## config.mk

```make
export PLATFORM = sky130hd
export DESIGN_NAME = rv_ex_top
export DESIGN_NICKNAME = d
export VERILOG_FILES = /design/src/hdl/rv_ex_pkg.sv /design/src/hdl/rv_ex_top.sv /design/src/hdl/rv_result.sv /design/src/hdl/rv_execute.sv /design/src/hdl/rv_decode.sv
export SDC_FILE = /design/constraint.sdc
export NUM_CORES = 1
export LEC_CHECK = 0
export BUFFER_PORTS_ARGS = -buffer_cell sky130_fd_sc_hd__buf_2
export CORE_UTILIZATION = 40
export CTS_CLUSTER_DIAMETER = 50
export DETAILED_ROUTE_END_ITERATION = 8
export PLACE_DENSITY = 0.56
export SYNTH_ARGS = -nofsm -noshare
export SYNTH_HDL_FRONTEND = slang
export SYNTH_SLANG_ARGS = --single-unit
export TNS_END_PERCENT = 5
```

## constraint.sdc

```tcl
create_clock -name clk -period 15.3 [get_ports clk]
set_input_delay 2.295 -clock clk [delete_from_list [all_inputs] [get_ports clk]]
set_output_delay 2.295 -clock clk [all_outputs]
set_load 0.02 [all_outputs]
```

## src/hdl/rv_ex_pkg.sv

```systemverilog
`default_nettype none

package rv_ex_pkg;

    localparam int XLEN       = 32;
    localparam int REG_ADDR_W = 5;

    typedef logic [XLEN-1:0]       word_t;
    typedef logic [REG_ADDR_W-1:0] reg_addr_t;

    // major opcodes, inst[6:0]
    typedef enum logic [6:0] {
        OP     = 7'b0110011,
        OP_IMM = 7'b0010011,
        LUI    = 7'b0110111,
        BRANCH = 7'b1100011,
        JAL    = 7'b1101111,
        JALR   = 7'b1100111
    } opcode_e;

    typedef enum logic [4:0] {
        ALU_NONE,
        ALU_ADD,
        ALU_SUB,
        ALU_AND,
        ALU_OR,
        ALU_XOR,
        ALU_SLT,
        ALU_SLTU,
        ALU_SLL,
        ALU_SRL,
        ALU_SRA,
        ALU_LUI,
        ALU_BEQ,
        ALU_BNE,
        ALU_BLT,
        ALU_BGE,
        ALU_BLTU,
        ALU_BGEU,
        ALU_JAL,
        ALU_JALR
    } alu_op_e;

    // which unit feeds the write-back word
    typedef enum logic [2:0] {
        RES_NONE,
        RES_LOGIC,
        RES_COMPARE,
        RES_SHIFT,
        RES_ARITH,
        RES_BRANCH
    } res_sel_e;

    typedef struct packed {
        word_t pc;
        word_t inst;
        word_t rs1;
        word_t rs2;
    } ex_in_t;

    typedef struct packed {
        alu_op_e   op;
        res_sel_e  sel;
        reg_addr_t rd;
        logic      wreg;
        word_t     a;
        word_t     b;      // rs2 or I/U immediate
        word_t     imm;    // target offset
    } dec_t;

    typedef struct packed {
        word_t logicout;
        word_t compare;
        word_t shiftres;
        word_t arith;
        word_t link;
        logic  branch_flag;
        word_t branch_addr;
    } unit_res_t;

endpackage

`default_nettype wire
```

## src/hdl/rv_ex_top.sv

```systemverilog
`timescale 1ns/1ps
`default_nettype none

module rv_ex_top (
    input  wire logic                 clk,
    input  wire logic                 rst_i,
    input  wire logic                 valid_i,
    input  wire rv_ex_pkg::ex_in_t    ex_in_i,
    input  wire logic                 int_assert_i,
    input  wire rv_ex_pkg::word_t     int_addr_i,
    output logic                      out_valid_o,
    output rv_ex_pkg::reg_addr_t      rd_o,
    output logic                      wreg_o,
    output rv_ex_pkg::word_t          wdata_o,
    output logic                      branch_flag_o,
    output rv_ex_pkg::word_t          branch_addr_o
);

    import rv_ex_pkg::*;

    dec_t      dec;
    unit_res_t res;

    rv_decode u_decode (
        .ex_in_i (ex_in_i),
        .valid_i (valid_i),
        .dec_o   (dec)
    );

    // combinational units, same cycle as decode
    rv_execute u_execute (
        .dec_i (dec),
        .pc_i  (ex_in_i.pc),
        .res_o (res)
    );

    rv_result u_result (
        .clk           (clk),
        .rst_i         (rst_i),
        .valid_i       (valid_i),
        .sel_i         (dec.sel),
        .rd_i          (dec.rd),
        .wreg_i        (dec.wreg),
        .res_i         (res),
        .int_assert_i  (int_assert_i),
        .int_addr_i    (int_addr_i),
        .out_valid_o   (out_valid_o),
        .rd_o          (rd_o),
        .wreg_o        (wreg_o),
        .wdata_o       (wdata_o),
        .branch_flag_o (branch_flag_o),
        .branch_addr_o (branch_addr_o)
    );

endmodule

`default_nettype wire

```

## src/hdl/rv_result.sv

```systemverilog
`timescale 1ns/1ps
`default_nettype none

module rv_result (
    input  wire logic                 clk,
    input  wire logic                 rst_i,
    input  wire logic                 valid_i,
    input  wire rv_ex_pkg::res_sel_e  sel_i,
    input  wire rv_ex_pkg::reg_addr_t rd_i,
    input  wire logic                 wreg_i,
    input  wire rv_ex_pkg::unit_res_t res_i,
    input  wire logic                 int_assert_i,
    input  wire rv_ex_pkg::word_t     int_addr_i,
    output logic                      out_valid_o,
    output rv_ex_pkg::reg_addr_t      rd_o,
    output logic                      wreg_o,
    output rv_ex_pkg::word_t          wdata_o,
    output logic                      branch_flag_o,
    output rv_ex_pkg::word_t          branch_addr_o
);

    import rv_ex_pkg::*;

    word_t wdata;

    always_comb begin
        case (sel_i)
            RES_LOGIC:   wdata = res_i.logicout;
            RES_COMPARE: wdata = res_i.compare;
            RES_SHIFT:   wdata = res_i.shiftres;
            RES_ARITH:   wdata = res_i.arith;
            RES_BRANCH:  wdata = res_i.link;    // jal / jalr link
            default:     wdata = '0;
        endcase
    end

    // pipeline register, interrupt wins over the instruction
    always_ff @(posedge clk) begin
        if (rst_i) begin
            out_valid_o   <= 1'b0;
            rd_o          <= '0;
            wreg_o        <= 1'b0;
            wdata_o       <= '0;
            branch_flag_o <= 1'b0;
            branch_addr_o <= '0;
        end else begin
            out_valid_o   <= valid_i;
            rd_o          <= rd_i;
            wreg_o        <= wreg_i && !int_assert_i;
            wdata_o       <= wdata;
            branch_flag_o <= res_i.branch_flag || int_assert_i;
            branch_addr_o <= int_assert_i ? int_addr_i : res_i.branch_addr;
        end
    end

endmodule

`default_nettype wire

```

## src/hdl/rv_execute.sv

```systemverilog
`timescale 1ns/1ps
`default_nettype none

module rv_execute (
    input  wire rv_ex_pkg::dec_t   dec_i,
    input  wire rv_ex_pkg::word_t  pc_i,
    output rv_ex_pkg::unit_res_t   res_o
);

    import rv_ex_pkg::*;

    word_t a;
    word_t b;
    word_t sum;
    word_t diff;
    word_t jalr_sum;
    word_t target;
    logic  eq;
    logic  lt_s;
    logic  lt_u;
    logic  taken;

    assign a    = dec_i.a;
    assign b    = dec_i.b;
    assign sum  = a + b;
    assign diff = a - b;

    // shared by slt/sltu and the branches
    assign eq   = (a == b);
    assign lt_s = $signed(a) < $signed(b);
    assign lt_u = a < b;

    // jalr drops bit 0 of the sum
    assign jalr_sum = a + dec_i.imm;

    always_comb begin
        if (dec_i.op == ALU_JALR) begin
            target = {jalr_sum[XLEN-1:1], 1'b0};
        end else begin
            target = pc_i + dec_i.imm;    // b-type and jal
        end
    end

    // the one branch decision of the stage
    always_comb begin
        case (dec_i.op)
            ALU_BEQ:  taken = eq;
            ALU_BNE:  taken = !eq;
            ALU_BLT:  taken = lt_s;
            ALU_BGE:  taken = !lt_s;
            ALU_BLTU: taken = lt_u;
            ALU_BGEU: taken = !lt_u;
            ALU_JAL,
            ALU_JALR: taken = 1'b1;
            default:  taken = 1'b0;
        endcase
    end

    always_comb begin
        res_o             = '0;
        res_o.link        = pc_i + 32'd4;
        res_o.branch_flag = taken;
        res_o.branch_addr = taken ? target : '0;
        case (dec_i.op)
            ALU_ADD:  res_o.arith    = sum;
            ALU_SUB:  res_o.arith    = diff;
            ALU_AND:  res_o.logicout = a & b;
            ALU_OR:   res_o.logicout = a | b;
            ALU_XOR:  res_o.logicout = a ^ b;
            ALU_SLT:  res_o.compare  = {{(XLEN-1){1'b0}}, lt_s};
            ALU_SLTU: res_o.compare  = {{(XLEN-1){1'b0}}, lt_u};
            ALU_SLL:  res_o.shiftres = a << b[4:0];
            ALU_SRL:  res_o.shiftres = a >> b[4:0];
            ALU_SRA:  res_o.shiftres = $signed(a) >>> b[4:0];    // sign fill
            ALU_LUI:  res_o.shiftres = b;
            default: ;
        endcase
    end

endmodule

`default_nettype wire

```

## src/hdl/rv_decode.sv

```systemverilog
`timescale 1ns/1ps
`default_nettype none

module rv_decode (
    input  wire rv_ex_pkg::ex_in_t ex_in_i,
    input  wire logic              valid_i,
    output rv_ex_pkg::dec_t        dec_o
);

    import rv_ex_pkg::*;

    word_t      inst;
    opcode_e    opcode;
    logic [2:0] funct3;
    logic       alt;        // inst[30], sub / sra select
    reg_addr_t  rd;
    word_t      imm_i;
    word_t      imm_u;
    word_t      imm_b;
    word_t      imm_j;
    alu_op_e    op;
    res_sel_e   sel;
    logic       writes;
    word_t      b;
    word_t      imm;

    assign inst   = ex_in_i.inst;
    assign opcode = opcode_e'(inst[6:0]);
    assign funct3 = inst[14:12];
    assign alt    = inst[30];
    assign rd     = inst[11:7];

    // immediate formats
    assign imm_i = {{20{inst[31]}}, inst[31:20]};
    assign imm_u = {inst[31:12], 12'b0};
    assign imm_b = {{20{inst[31]}}, inst[7], inst[30:25], inst[11:8], 1'b0};
    assign imm_j = {{12{inst[31]}}, inst[19:12], inst[20], inst[30:21], 1'b0};

    always_comb begin
        op     = ALU_NONE;
        sel    = RES_NONE;
        writes = 1'b0;
        b      = ex_in_i.rs2;
        imm    = imm_i;
        case (opcode)
            OP, OP_IMM: begin
                writes = 1'b1;
                if (opcode == OP_IMM) begin
                    b = imm_i;
                end
                case (funct3)
                    3'b000: begin
                        op  = (opcode == OP && alt) ? ALU_SUB : ALU_ADD;    // no subi
                        sel = RES_ARITH;
                    end
                    3'b001: begin
                        op  = ALU_SLL;
                        sel = RES_SHIFT;
                    end
                    3'b010: begin
                        op  = ALU_SLT;
                        sel = RES_COMPARE;
                    end
                    3'b011: begin
                        op  = ALU_SLTU;
                        sel = RES_COMPARE;
                    end
                    3'b100: begin
                        op  = ALU_XOR;
                        sel = RES_LOGIC;
                    end
                    3'b101: begin
                        op  = alt ? ALU_SRA : ALU_SRL;
                        sel = RES_SHIFT;
                    end
                    3'b110: begin
                        op  = ALU_OR;
                        sel = RES_LOGIC;
                    end
                    default: begin
                        op  = ALU_AND;
                        sel = RES_LOGIC;
                    end
                endcase
            end
            LUI: begin
                op     = ALU_LUI;
                sel    = RES_SHIFT;    // passes b through the shift unit
                writes = 1'b1;
                b      = imm_u;
            end
            BRANCH: begin
                imm = imm_b;
                case (funct3)
                    3'b000:  op = ALU_BEQ;
                    3'b001:  op = ALU_BNE;
                    3'b100:  op = ALU_BLT;
                    3'b101:  op = ALU_BGE;
                    3'b110:  op = ALU_BLTU;
                    3'b111:  op = ALU_BGEU;
                    default: op = ALU_NONE;
                endcase
            end
            JAL: begin
                op     = ALU_JAL;
                sel    = RES_BRANCH;
                writes = 1'b1;
                imm    = imm_j;
            end
            JALR: begin
                op     = ALU_JALR;
                sel    = RES_BRANCH;
                writes = 1'b1;
            end
            default: ;
        endcase
    end

    always_comb begin
        dec_o.op   = valid_i ? op : ALU_NONE;
        dec_o.sel  = valid_i ? sel : RES_NONE;
        dec_o.rd   = rd;
        dec_o.wreg = valid_i && writes && (rd != '0);    // x0 is never written
        dec_o.a    = ex_in_i.rs1;
        dec_o.b    = b;
        dec_o.imm  = imm;
    end

endmodule

`default_nettype wire

```

* Yosys cells after proc, flatten, opt, wreduce, memory -nomap -nowiden *
Cells that the tools add are included.
Widths: inputs -> output; s select.

storage, ports and cells
  register bits after elaboration = 72
  bits of input ports = 164
  logic and storage cells = 96

cells by class
  add/subtract/negate cells = 5
  order comparisons = 2
  eq/ne operators = 38
  shift-type cells = 3
  muxes and demuxes = 22
  bitwise logic cells = 3
  reductions and logical operators = 17

operator list
  kind                   number
  $pmux 32 s5            1
  $mux 32                4
  $pmux 32 s2            2
  $pmux 32 s4            1
  $add 32x32->32         3
  $pmux 32 s3            1
  $lt 32x32->1           2
  $eq 5x4->1 const B     8
  $pmux 20 s2            1
  $pmux 5 s7             1
  $add 32x3->32 const B  1
  $and 32x32->32         1
  $eq 32x32->1           1
  $or 32x32->32          1
  $shl 32x5->32          1
  $shr 32x5->32          1
  $sshr 32x5->32         1
  $sub 32x32->32         1
  $xor 32x32->32         1
  $pmux 5 s6             1
  $pmux 5 s5             1
  $eq 7x7->1 const B     3
  $eq 5x3->1 const B     4
  $eq 5x5->1 const B     4
  21 further kinds       44

* Depth between registers and ports, before layout *
Gate-level depths: netlist of the first run.

  word-level depth = 11
  mapped depth = 25
  gate-level depth less buffers = 18

* Hierarchy *
From an unflattened synthesis of the first run, not the netlist that was laid out.

second synthesis, totals
  cell total of the unflattened synthesis = 2392
  area, all modules = 17543.1 µm²

by module, submodules not included
  module      times used  cells each  area an instance (µm²)  sequential area each (µm²)
  rv_execute  1           1900        12558.3                 0.0
  rv_result   1           314         3702.3                  1441.4
  rv_decode   1           178         1282.5                  0.0

* Worst setup path after synthesis of the first run *
Ideal clock, no wire load.

  path type = in2reg
  from = in ex_in_i[67] (netlist bit)
  to = reg u_result.wdata_o[31]
  arrival = 6.763 ns
  required time = 15.180 ns
  setup slack = 8.417 ns
  cell stages on the path = 20
  cells stage by stage = or3b_1 buf_4 nor3_2 nor2_1 clkbuf_1 buf_1 a221oi_1 ha_1 clkbuf_1 and3_1 a221o_1 o41ai_1 o2111a_1 nor3_1 o211ai_1 o21ai_0 a21oi_1 xor2_1 nor2_1 o31a_1

on the way
  cells in the longest elaborated chain, start to end = 9

ends and longest elaborated chain
  item                                                                    line             text
  start, declared                                                         rv_ex_top.sv:8   input wire rv_ex_pkg::ex_in_t ex_in_i,
  parallel branches: the longest is 8 deep, another holds $sub 32x32->32  --
  $pmux 32 s5 *                                                           rv_result.sv:27  case (sel_i)
  end signal, assigned                                                    rv_result.sv:50  wdata_o <= wdata;
  end, declared                                                           rv_result.sv:17  output rv_ex_pkg::word_t wdata_o,

Every way passes the cells marked *.
A chain may end at the register's enable or synchronous reset.

* Final worst setup path of the first run *
  from = in ex_in_i[66] (netlist bit)
  to = reg u_result.branch_addr_o[16]

on the way
  cells in the longest elaborated chain, start to end = 11

ends and longest elaborated chain
  item                                                                  line              text
  parallel branches: the longest is 9 deep, another holds $lt 32x32->1  --
  $mux 32 *                                                             rv_execute.sv:63  res_o.branch_addr = taken ? target : '0;
  $mux 32 *                                                             rv_result.sv:52   branch_addr_o <= int_assert_i ? int_addr_i : res_i.branch_addr;
  end signal, assigned                                                  rv_result.sv:52
  end, declared                                                         rv_result.sv:19   output rv_ex_pkg::word_t branch_addr_o

Marks and branches as above.

==> results of run 1 <==
per-layer routing:
layer	part of all wire [%]	global-route usage, %	up-vias
met5	0	0	-
met4	6.1	23.8	0
met3	9.0	7.66	214
met2	43	62.4	1061
met1	42	52.0	9706
li1	-	-	9176
layout make-up:
class	count	area share, %
sequential	72	7.80
timing repair buffer	272	7.87
clock buffer	11	1.37
tap	532	3.60
multi-input combinational	2056	76.6
clock inverter	5	0.169
inverter	127	2.59
where the power goes:
| part | internal (µW) | switching (µW) |
|---|---|---|
| clock network | 118 | 102 |
| logic | 216 | 402 |
| registers | 192 | 1.20 |
critical path, stage by stage:
cell and delay, ns:
buf_2 0.20, nor4bb_1 0.35, buf_4 0.21, nand2_1 0.12, nor2_1 0.49, nor2_2 0.08, buf_4 0.25, a221oi_1 0.71
inv_1 0.15, ha_1 0.40, nor4_1 0.77, nand2_1 0.11, nor3_1 0.59, nand4_1 0.19, nor4_2 0.24, xnor2_1 0.18
o31ai_2 0.08, a211oi_1 0.76, or3_4 0.50, o21ai_0 0.15
cell families (layout without fill, tap and decap cells):
kind of cell | Yosys count | count (layout) | share of synthesized area [%]
buffers and inverters | 273 | 415 | 6.62
adders and majority gates | 166 | 166 | 12.6
and+or+nand+nor | 781 | 781 | 21.9
muxes | 160 | 160 | 10.5
DFF | 72 | 72 | 8.66
xor gates and xnor gates | 105 | 105 | 5.53
AOI/OAI and AO/OA | 844 | 844 | 34.1
flip-flops by register name, summed over array words and instances, names as in the netlist:
register                flops
u_result.out_valid_o        1
u_result.branch_flag_o      1
u_result.wreg_o             1
u_result.rd_o               5
u_result.wdata_o           32
u_result.branch_addr_o     32
synth_stat cells, types with 12 or more instances:
library cell  count
a211oi_1         53
a21o_1           61
a21oi_1         198
a221o_1          16
a221oi_1         29
a22o_1           12
a22oi_1          16
a31oi_1          32
and2_1           17
and3_1           23
buf_1            14
buf_2            24
clkbuf_1         98
dfxtp_1          72
ha_1            163
inv_1           121
mux2i_1         143
nand2_1         257
nand2b_1         29
nand3_1          60
nand4_1          23
nor2_1          209
nor2b_1          28
nor3_1           66
nor4_1           16
o211ai_1         28
o21a_1           19
o21ai_0         173
o21bai_1         21
o22ai_1          37
o31ai_1          17
xnor2_1          70
xor2_1           35
metrics by stage:
step | utilization (%) | area, µm²
floorplan | - | 16600
global placement | 44.5 | 18200
detailed placement | 44.5 | 18200
CTS | 45.1 | 18500
global route | 45.1 | 18500
finish | 45.1 | 18500
how the worst min path moves through the flow:
| stage | from | end | depth (start not counted) |
|---|---|---|---|
| after floorplan | int_addr_i[24] | u_result.branch_addr_o[24] | 2 |
| final | int_addr_i[9] | u_result.branch_addr_o[9] | 3 |
| after global placement | int_addr_i[15] | u_result.branch_addr_o[15] | 3 |
| after global routing | int_addr_i[8] | u_result.branch_addr_o[8] | 3 |
| after CTS | int_addr_i[8] | u_result.branch_addr_o[8] | 3 |
| after detailed placement | int_addr_i[25] | u_result.branch_addr_o[25] | 3 |
cells in the final DEF, fill, tap and decap left out, types with 12 or more instances in the layout:
| cell type | synthesis | layout |
|---|---|---|
| mux2i_1 | 143 | 143 |
| and3_1 | 23 | 23 |
| o31ai_1 | 17 | 17 |
| o21a_1 | 19 | 19 |
| buf_4 | 7 | 37 |
| o21ai_0 | 173 | 173 |
| xnor2_1 | 70 | 70 |
| o211ai_1 | 28 | 28 |
| ha_1 | 163 | 163 |
| nor2b_1 | 28 | 28 |
| a22o_1 | 12 | 12 |
| and2_1 | 17 | 17 |
| nand2b_1 | 29 | 29 |
| a21oi_1 | 198 | 197 |
| nor4_1 | 16 | 16 |
| dfxtp_1 | 72 | 72 |
| a221oi_1 | 29 | 29 |
| buf_2 | 24 | 235 |
| a211oi_1 | 53 | 53 |
| nor2_1 | 209 | 205 |
| xor2_1 | 35 | 35 |
| nand4_1 | 23 | 23 |
| nand2_1 | 257 | 257 |
| o22ai_1 | 37 | 37 |
| a221o_1 | 16 | 16 |
| o21bai_1 | 21 | 21 |
| a21o_1 | 61 | 61 |
| nand3_1 | 60 | 60 |
| a31oi_1 | 32 | 32 |
| nor3_1 | 66 | 62 |
| a22oi_1 | 16 | 16 |
| inv_1 | 121 | 121 |
==> run metrics, run 1 <==
status complete, no violations; leakage 0.00827 µW; Worst VDD drop 73.4 µV; core area 0.0409 mm²; multi-input logic area 0.0142 mm²; Die H 206 µm; crit path max fanout 29; # fillers 4308; FF/Latch Area 0.00144 mm²; Min-Delay Path Class input pin to flip-flop; Power Total 1030 µW; max-slew violation count 0; area delta synth->final 11.0%; RSZ-0062 raised after global routing false; period utilisation layout 56.2%; overall routing resource usage 40.4%; Max Cap Violations 0; num ports 236; CTS H-tree lvls 3; ant diodes 0; Worst Setup SP ex_in_i[66]; clk sinks 72; Layout Nets 2868; Inst Count DP 3059; Core Rows 74; Worst setup SP type input pin; die area 0.0424 mm²; relative slew slack 16.2%; CTS resizes 0; EDFF count, synth 0; average cell area after synthesis 6.93 µm²; Post-CTS Hold Buffers 0; clock root buffer clkbuf_16; #FFs+latches synth 72; initial antenna violation count 0; drt wl/cell 28.3 µm; total CTS buffers 9; Final Instance Count excl. Fillers 3075; Synth Flop Type dfxtp_1; Ys Warns 0; DR vias 20157; Yosys cell types 99; Yosys top cell area share 12.3%; Seq/Total Area, Yosys 8.66%; pre-CTS setup slack 6.51 ns; setup TNS 0 ns; Clock Pin Slew Worst Setup and Hold Paths 0.07 ns; Vias/cell 6.56; Final WS setup 6.70 ns; final hold slack 2.09 ns; first-pass GRT wire length 125 mm; drt initial violations 2032; critical path class input pin to flip-flop; Final Hold Vio Count 0; Mapped Nets 2731; crit path to u_result.branch_addr_o[16]; min Tclk post-route 8.60 ns; Syn Inst Count 2401; CP Data Arrival Time 8.86 ns; Post-synth ARST share 0%; top post-synthesis cells by area ha_1 (12%), dfxtp_1 (8.7%), mux2i_1 (8.6%), a21oi_1 (6.0%), nand2_1 (5.8%); Post-CTS Setup Bufs 0; hpwl dp 69.5 mm; Post-DRT Antenna Nets 0; count of final setup violators 0; post-synth top area cell ha_1; CP Capture Type flip-flop; Fmax achieved 116 MHz; CP required 15.56 ns; Chip Width 206 µm; Post-Syn Area 0.0166 mm²; DRC viols 0; Longest Clk Path Bufs 2; CTS tree yes; vias in the first global route 19130; power per cell area 55.8 mW/mm²; share of cells above drive strength 1 14.4%; DRT Pass-1 Iters 6; Worst Tran Pin Value 1.25 ns; Placer Congestion 1.02; Starting Density 40.7%; PortBufs 235; pin count of the biggest net entering global routing 59; DRT Wirelength 87.1 mm; total grt overflow 0
(Power assumes the default switching activity.)
==> run 2, diff against run 1 <==
ABC_AREA = 1   (was not set)
PLACE_DENSITY = 0.58   (was 0.56)
clock period = 7 ns   (was 15.3 ns; I/O delays follow)
==> run metrics, run 2 <==
pre-CTS setup slack 0.690 ns; relative slew slack 15.6%; Final Instance Count excl. Fillers 3812; critical path class input pin to flip-flop; met2 WL 40.4 mm; commonest non-fill, non-tap cell in the layout nand2_1; Die H 209 µm; Inst Count DP 3785; pin count of the biggest net entering global routing 70; Synth Flop Type dfxtp_1; share of cells above drive strength 1 13.2%; overall routing resource usage 42.6%; Starting Density 40.8%; Fmax achieved 165 MHz; DP Area 0.0187 mm²; setup TNS 0 ns; CP Data Arrival Time 6.33 ns; Clock Pin Slew Worst Setup and Hold Paths 0.07 ns; DRC viols 0; period utilisation layout 86.7%; total grt overflow 0; Post-CTS Hold Buffers 0; PortBufs 235; Core Rows 75; Syn Inst Count 3108; Post-DRT Antenna Nets 0; CP required 7.27 ns; post-route cell area 0.0190 mm²; Vias/cell 6.06; top post-synthesis cells by area nand2_1 (16%), ha_1 (12%), nand3_1 (9.4%), a21oi_1 (8.9%), dfxtp_1 (8.4%); num ports 236; power per cell area 122 mW/mm²; #FFs+latches synth 72; leakage 0.00970 µW; drt initial violations 2740; average cell area after synthesis 5.52 µm²; CP peak stage delay 0.43 ns; DRT Wirelength 94.5 mm; Post-synth ARST share 0%; Layout Nets 3587; metal3 WL 9.37 mm; drt wl/cell 24.8 µm; most instantiated library cell after synthesis nand2_1; Yosys top cell area share 16.3%; Ys Warns 0; Yosys cell types 65; EDFF count, synth 0; post-synth top area cell nand2_1; max-slew violation count 0; Max Cap Violations 0; RSZ-0062 raised after global routing false; CTS tree yes; Longest Clk Path Bufs 2; Min-Delay Path Class input pin to flip-flop; worst path bufs/invs 6; first-pass GRT wire length 138 mm; Post-Syn Area 0.0172 mm²; die area 0.0438 mm²; Max Used Layer met5; crit-path most repeated cell nor2_1; slowest CP cell ha_1; vias in the first global route 21765; biggest regs u_result.branch_addr_o x32, u_result.wdata_o x32, u_result.rd_o x5; min Tclk post-route 6.07 ns; initial antenna violation count 9; final core utilization 45.2%; Mapped Nets 3438; Worst VDD drop 110 µV; DRT Pass-1 Iters 7; CTS H-tree lvls 3; count of final setup violators 0; Worst setup SP type input pin; Seq/Total Area, Yosys 8.39%; CP Capture Type flip-flop; Chip Width 209 µm; status complete, no violations; Final WS setup 0.934 ns; DR vias 23112; M1 WL 38.2 mm; Post-CTS Setup Bufs 0; clock root buffer clkbuf_16; clk sinks 72; most frequent cells in the layout nand2_1 (745), inv_1 (372), nand3_1 (321); CTS resizes 0; area delta synth->final 10.9%; Worst Tran Pin Value 1.27 ns; crit path max fanout 22; hpwl dp 78.1 mm; core area 0.0421 mm²; Placer Congestion 1.04; Synth top cells by count nand2_1 (745), inv_1 (372), nand3_1 (321); Final Hold Vio Count 0; total CTS buffers 9; delay-heaviest family, CP simple AND/OR/NAND/NOR gates
-- run 2: logic make-up (layout without fill, tap and decap cells) --
group	Yosys count	count (layout)	share of synthesized area, %
simple gates	1525	1525	38.5
compound gates	777	777	26.5
buf+inv	519	673	11.9
fa+ha+maj	166	166	12.2
flops	72	72	8.39
xor+xnor	48	48	2.45
mux	1	1	0.0583
other cells	0	11	0
-- run 2: where the power goes --
group	internal [µW]	leakage, µW	total (µW)	switching [µW]
Sequential	423	0.000588	427	3.76
Combinational	396	0.00896	1350	955
Clock	292	0.000152	550	259
Total	1110	0.00970	2330	1220
-- run 2: final cells by class --
cell class                 instances  area [µm²]
tap                              539         674
sequential                        72        1440
inverter                         391        1470
clock inverter                     6        75.1
clock buffer                      10         239
timing repair buffer             266        1420
multi-input combinational       2517       13700
fill                            4696       23100
antenna                           11        27.5
-- run 2: path summary, 6_finish.rpt --
kind / startpoint / end / cells past startpoint
worst max-delay path: ex_in_i[68] / u_result.branch_addr_o[10] / 26
worst min-delay path: ex_in_i[74] / u_result.rd_o[3] / 3
-- run 2: per-stage QoR --
step	total power, µW	hold slack, ns
floorplan	1280	1.16
global placement	1730	1.29
detailed placement	1730	1.30
CTS	2280	0.864
global route	2450	0.906
finish	2330	0.873
-- run 2: per-layer routing --
| metal | GRT usage, % | up-vias |
|---|---|---|
| met3 | 8.81 | 294 |
| met5 | 0 | - |
| met4 | 26.9 | 6 |
| li1 | - | 10701 |
| met2 | 66.2 | 1462 |
| met1 | 53.4 | 10649 |
